## src/dna_pkg.sv

```systemverilog
//--------------------
// identifier and license key widths, typedefs
// flow step constants and key constants
//--------------------
package dna_pkg;

	//--------------------
	// widths
	//--------------------
	// factory identifier length in bits
	localparam int ID_BITS = 57;
	// license key and output bus width
	localparam int KEY_BITS = 64;
	// constant tag on top of the key
	localparam int TAG_BITS = 8;
	// identifier bits that end up in the key
	localparam int BODY_BITS = KEY_BITS - TAG_BITS;

	// captured identifier
	typedef logic [ID_BITS-1:0] id_t;
	// license key or zero-extended identifier
	typedef logic [KEY_BITS-1:0] key_t;
	// flow counter, one step per identifier clock period
	typedef logic [6:0] flow_t;

	//--------------------
	// flow steps
	//--------------------
	// read pulse loads the cell's shift register
	localparam flow_t STEP_READ = 7'd2;
	// 56 shift periods follow the read
	localparam flow_t STEP_SHIFT_FIRST = 7'd3;
	localparam flow_t STEP_SHIFT_LAST = 7'd58;
	// counter parks here for good
	localparam flow_t STEP_DONE = 7'd64;

	//--------------------
	// key constants
	//--------------------
	localparam logic [TAG_BITS-1:0] KEY_TAG = 8'h47;
	// every other bit of the identifier body survives
	localparam logic [BODY_BITS-1:0] KEY_MASK = 56'haa_aaaa_aaaa_aaaa;

endpackage

```

## src/id_ctrl.sv

```systemverilog
//--------------------
// identifier clock divider, flow counter
// read, shift, capture and done strobes
//--------------------
`timescale 1ns/10ps

module id_ctrl
	import dna_pkg::*;
#(
	// identifier clock period is 2**DIV_BITS system clocks
	parameter int DIV_BITS = 5
) (
	input logic clk,
	input logic reset,
	output logic id_clk,
	output logic id_read,
	output logic id_shift,
	output logic capture_en,
	output logic id_done
);

	// phase of the sequence, decoded from the flow step
	typedef enum logic [1:0] {
		ST_IDLE,
		ST_LOAD,
		ST_SHIFT,
		ST_DONE
	} state_t;

	logic [DIV_BITS-1:0] div_cnt;
	// last system cycle of the id_clk high phase
	logic div_wrap;
	flow_t flow_cnt;
	flow_t flow_next;
	state_t state;
	state_t state_next;

	//--------------------
	// clock divider
	//--------------------
	always_ff @(posedge clk) begin
		if (reset) begin
			div_cnt <= '0;
		end else begin
			div_cnt <= div_cnt + 1'b1;
		end
	end

	// msb of the divider is the identifier clock
	assign id_clk = div_cnt[DIV_BITS-1];
	// all ones means id_clk falls after this cycle
	assign div_wrap = &div_cnt;

	//--------------------
	// flow counter
	//--------------------
	always_comb begin
		flow_next = flow_cnt;
		// one step per id_clk period, stop at done
		if (div_wrap && (flow_cnt != STEP_DONE)) begin
			flow_next = flow_cnt + 1'b1;
		end
	end

	// state follows the step about to be entered
	// so the strobes line up with the step boundaries
	always_comb begin
		if (flow_next == STEP_DONE) begin
			state_next = ST_DONE;
		end else if (flow_next == STEP_READ) begin
			state_next = ST_LOAD;
		end else if ((flow_next >= STEP_SHIFT_FIRST) && (flow_next <= STEP_SHIFT_LAST)) begin
			state_next = ST_SHIFT;
		end else begin
			// steps 0..1 and the gap 59..63
			state_next = ST_IDLE;
		end
	end

	always_ff @(posedge clk) begin
		if (reset) begin
			flow_cnt <= '0;
			state <= ST_IDLE;
		end else begin
			flow_cnt <= flow_next;
			state <= state_next;
		end
	end

	//--------------------
	// strobes
	//--------------------
	// read and shift are held for whole identifier periods
	// the cell samples them on the rising edge of id_clk mid-step
	assign id_read = (state == ST_LOAD);
	assign id_shift = (state == ST_SHIFT);

	// sample dout at each falling edge of steps 2..58
	// first capture is the bit loaded by read, then 56 shifted bits
	assign capture_en = div_wrap && ((state == ST_LOAD) || (state == ST_SHIFT));

	// sticky until the next reset
	assign id_done = (state == ST_DONE);

endmodule

```

## src/id_shifter.sv

```systemverilog
//--------------------
// serial capture register for the identifier
//--------------------
`timescale 1ns/10ps

module id_shifter
	import dna_pkg::*;
(
	input logic clk,
	input logic reset,
	// serial data from the identifier cell
	input logic id_dout,
	// one pulse per identifier bit
	input logic capture_en,
	output key_t id_value
);

	// zero bits above the identifier on the key-wide bus
	localparam int PAD_BITS = KEY_BITS - ID_BITS;

	id_t id_reg;

	//--------------------
	// shift in
	//--------------------
	// msb arrives first, so shift toward the top
	// after 57 pulses bit 56 sits at the msb
	always_ff @(posedge clk) begin
		if (reset) begin
			id_reg <= '0;
		end else if (capture_en) begin
			id_reg <= {id_reg[ID_BITS-2:0], id_dout};
		end
	end

	//--------------------
	// output
	//--------------------
	// zero-extended to the key width
	assign id_value = {{PAD_BITS{1'b0}}, id_reg};

endmodule

```

## src/license_check.sv

```systemverilog
//--------------------
// expected license key register
// registered key comparison
//--------------------
`timescale 1ns/10ps

module license_check
	import dna_pkg::*;
(
	input logic clk,
	input logic reset,
	// identifier capture complete
	input logic id_done,
	// zero-extended identifier
	input key_t id_value,
	// key presented from outside
	input key_t encrypt_key,
	output logic license_ok
);

	key_t exp_key;
	// expected key holds a real value
	logic key_valid;
	logic key_match;

	//--------------------
	// expected key
	//--------------------
	// tag byte on top of the masked identifier body
	// bit 56 of the identifier is dropped
	always_ff @(posedge clk) begin
		if (reset) begin
			exp_key <= '0;
			key_valid <= 1'b0;
		end else if (id_done) begin
			exp_key <= {KEY_TAG, id_value[BODY_BITS-1:0] & KEY_MASK};
			key_valid <= 1'b1;
		end else begin
			exp_key <= '0;
			key_valid <= 1'b0;
		end
	end

	//--------------------
	// comparison
	//--------------------
	// a zero key must not pass while the identifier is still coming in
	assign key_match = key_valid && (exp_key == encrypt_key);

	// valid two cycles after id_done
	// then tracks encrypt_key one cycle late
	always_ff @(posedge clk) begin
		if (reset) begin
			license_ok <= 1'b0;
		end else begin
			license_ok <= key_match;
		end
	end

endmodule

```

## src/dna_license_top.sv

```systemverilog
//--------------------
// identifier read and license check top level
// serial identifier pins go to the external cell
//--------------------
`timescale 1ns/10ps

module dna_license_top
	import dna_pkg::*;
#(
	// identifier clock divider width
	parameter int DIV_BITS = 5
) (
	input logic clk,
	input logic reset,
	// serial data from the identifier cell
	input logic id_dout,
	// key to check against the identifier
	input key_t encrypt_key,
	// identifier cell clock and controls
	output logic id_clk,
	output logic id_read,
	output logic id_shift,
	// capture finished
	output logic id_done,
	// registered key match
	output logic license_ok,
	// captured identifier, zero-extended
	output key_t id_value
);

	// one pulse per identifier bit
	logic capture_en;

	//--------------------
	// control
	//--------------------
	id_ctrl #(
		.DIV_BITS(DIV_BITS)
	) ctrl_i (
		.clk(clk),
		.reset(reset),
		.id_clk(id_clk),
		.id_read(id_read),
		.id_shift(id_shift),
		.capture_en(capture_en),
		.id_done(id_done)
	);

	//--------------------
	// identifier capture
	//--------------------
	id_shifter shifter_i (
		.clk(clk),
		.reset(reset),
		.id_dout(id_dout),
		.capture_en(capture_en),
		.id_value(id_value)
	);

	//--------------------
	// key check
	//--------------------
	license_check check_i (
		.clk(clk),
		.reset(reset),
		.id_done(id_done),
		.id_value(id_value),
		.encrypt_key(encrypt_key),
		.license_ok(license_ok)
	);

endmodule

```

## config.mk

```make
export PLATFORM = sky130hd
export DESIGN_NAME = dna_license_top
export DESIGN_NICKNAME = d
export VERILOG_FILES = /design/src/dna_pkg.sv /design/src/id_ctrl.sv /design/src/id_shifter.sv /design/src/license_check.sv /design/src/dna_license_top.sv
export SDC_FILE = /design/constraint.sdc
export NUM_CORES = 1
export LEC_CHECK = 0
export BUFFER_PORTS_ARGS = -buffer_cell sky130_fd_sc_hd__buf_2
export CAP_MARGIN = 20
export CORE_ASPECT_RATIO = 2
export CORE_MARGIN = 5
export CORE_UTILIZATION = 42
export CTS_BUF_LIST = sky130_fd_sc_hd__clkbuf_4 sky130_fd_sc_hd__clkbuf_8
export CTS_CLUSTER_SIZE = 28
export DETAILED_ROUTE_END_ITERATION = 7
export PLACE_DENSITY = 0.68
export SYNTH_ARGS = -nofsm -noshare
export SYNTH_HDL_FRONTEND = slang
export SYNTH_HIERARCHICAL = 1
export SYNTH_SLANG_ARGS = --single-unit
export TNS_END_PERCENT = 30
```

## constraint.sdc

```tcl
create_clock -name clk -period 4.63 [get_ports clk]
set_clock_uncertainty 0.05 [all_clocks]
set_input_delay 0.926 -clock clk [delete_from_list [all_inputs] [get_ports clk]]
set_output_delay 0.926 -clock clk [all_outputs]
set_load 0.01 [all_outputs]
```

==> reports/qor.yml <==
path_cells: "ha_1 -> and3_1 -> ha_1 -> inv_1 -> nor2_4 -> buf_4 -> mux2i_1 -> nor2_1"
critPathSlowestCell: "buf_4"
tns_ps: 0
power_frac_comb: 0.043
slew_violations: 0
cts.path.max_buffers: 2
cts-root-buf: "clkbuf_8"
dieWidth_um: 80.8
max-slew-margin-rel: 0.356
dp_hpwl_um: 7400
largest_reg_flops: 57
yosysMostFrequentCell: "dfxtp_1"
fmax_ghz: 0.388
vias: 3187
rsz0062_at_grt: "no"
grt_remaining_overflow: 0
std_cell_rows: 51
grt_max_degree: 58
grt_pass1_wl_um: 15000
hold_viol_final: 0
yosys.area.top_type: "dfxtp_1"
met3_usage: 0.0462
p_sw_uw: 343
nets: 599
port_buffers: 128
numPlacedInstances: 646
hp-class: "flip-flop to flip-flop"
instances_no_fill: 662
cp.required_ps: 4820
end_kind: "flip-flop"
core_area_sq_um: 9760
fillers: 945
cts_tree: "yes"
synth-edff-count: 0
final_util: 0.513
netlist_top_cells_count: "101 x dfxtp_1, 74 x nor2_1, 59 x mux2i_1"
syn_area_per_cell_sq_um: 10.4
p_per_area_nw_per_um2: 289
power_frac_seq: 0.601
wl_um: 9750
ys_warn_count: 6
yosysUniqueCellTypes: 41
synth-main-ff-cell: "dfxtp_1"
drt_iter0_drc: 155
cts_made_buffers: 9
areaGrowthSynthToFinish_pct: 19.1
clk_pin_slew_ps: 90
synth-async-reset-ratio: 0
setup_viol: 0
yosysSeqAreaShare: 0.481
antenna_cells: 0
drive_gt1_frac: 0.300
worstMarginPinSlew_ps: 966
cpMostUsedCell: "ha_1"
h-tree-depth: 3
track_usage: 0.160
postSynthCellCount: 405
critPathLaunchType: "flip-flop"
p_sw_frac: 0.236
gp_congestion: 0.874
die_h_um: 152
antenna_found_initial: 0
holdWs_ps: 407
peakVddDrop_mv: 0.235
routedWlPerCell_um: 14.7
p_clk_frac: 0.356
critical-path-max-stage-delay_ps: 730
top_usage_layer: "met2"
pin_count: 136
status: "finished, final reports clean"
avgViaCountPerCell: 4.81
dieArea_sq_um: 12200
cts.sinks: 101
post-cts-setup-buffers: 0
design_area_sq_um: 5010
fin_crit_ps: 2580
drv_cap: 0
route.detailed.drc: 0
synth_area_leaders: "dfxtp_1 48%, mux2i_1 14%, nor2_1 6.6%"
yosys.area.top_type_share: 0.481
met1_usage: 0.170
finalCritPeriodShare: 0.556
initial_core_util: 0.431
crit_type: "flip-flop to flip-flop"
ant_nets: 0
ctsResizeCount: 0
path_max_fanout: 57
placed_cell_area_sq_um: 4830
p_leak_uw: 0.00216
cp_data_arrival_time_ps: 2770
ys_seq_elements: 101
worstSkewPairLatency_ps: 360
syn_area_sq_um: 4210
use_met2: 0.296
first_global_vias: 3092
dr.pass1.iters: 4
internal_power_uw: 1110
holdBufCountCts: 0
-- cells by family after synthesis --
group,synth area share
and+or+nand+nor,0.195
DFF,0.481
muxes,0.140
xor gates and xnor gates,0.0770
buffers and inverters,0.0592
AOI/OAI and AO/OA,0.0256
adders and majority gates,0.0208
other,0.000891
-- path summary, 6_finish.rpt --
| path | startpoint | endpoint | slack [ps] | cells past startpoint |
|---|---|---|---|---|
| worst min-delay path | ctrl_i/div_cnt[0] | ctrl_i/div_cnt[0] | 410 | 1 |
| worst max-delay path | ctrl_i/div_cnt[0] | shifter_i/id_reg[4] | 2050 | 8 |
| worst max register to register | ctrl_i/div_cnt[0] | shifter_i/id_reg[4] | 2050 | 8 |
| worst min register to register | ctrl_i/div_cnt[0] | ctrl_i/div_cnt[0] | 410 | 1 |
-- cell usage in the layout (no fill, tap or decap), types with 5 or more instances in the layout --
| master | count |
|---|---|
| nand2_1 | 9 |
| nor4_1 | 10 |
| ha_1 | 7 |
| nor4_2 | 6 |
| and2_1 | 28 |
| inv_1 | 5 |
| xor2_1 | 21 |
| xnor2_1 | 16 |
| buf_2 | 128 |
| mux2i_1 | 59 |
| conb_1 | 7 |
| nand4_1 | 7 |
| dfxtp_1 | 101 |
| nor2_1 | 73 |
| clkbuf_8 | 9 |
-- power by group through the flow --
stage | clock, uW | combinational, uW | sequential [uW]
floorplan | 0 | 29.6 | 892
global placement | 0 | 62.3 | 892
detailed placement | 0 | 63.6 | 892
CTS | 533 | 64.0 | 872
global route | 570 | 69.5 | 872
finish | 516 | 62.7 | 872
-- routing by layer --
layer  up-vias  part of all wire
li1       1581                 -
met1      1482              0.37
met2       116              0.53
met3         8             0.081
met4         0             0.014
met5         -                 0
-- cell type report --
type                    instances  area [sq um]  area share
well taps                     132           165      0.0330
clock buffers                  10           131      0.0262
clock inverters                 6          48.8     0.00974
repair buffers                130           656       0.131
inverters                       5          18.8     0.00375
multi-input cells             278          1970       0.393
flip-flops and latches        101          2020       0.404
-- metrics by stage --
| step | power, uW | setup WS, ps |
|---|---|---|
| floorplan | 921 | 2430 |
| global placement | 954 | 2110 |
| detailed placement | 956 | 2080 |
| CTS | 1470 | 2060 |
| global route | 1510 | 1900 |
| finish | 1450 | 2050 |
-- critical path, delay by kind of cell, from the launching register on --
family | cells | cell delay [ps]
AND/OR/NAND/NOR | 3 | 330
adder cells (fa/ha/maj) | 2 | 490
multiplexers | 1 | 290
flip-flops | 1 | 360
buffers and inverters | 2 | 880
(Power assumes the default switching activity.)
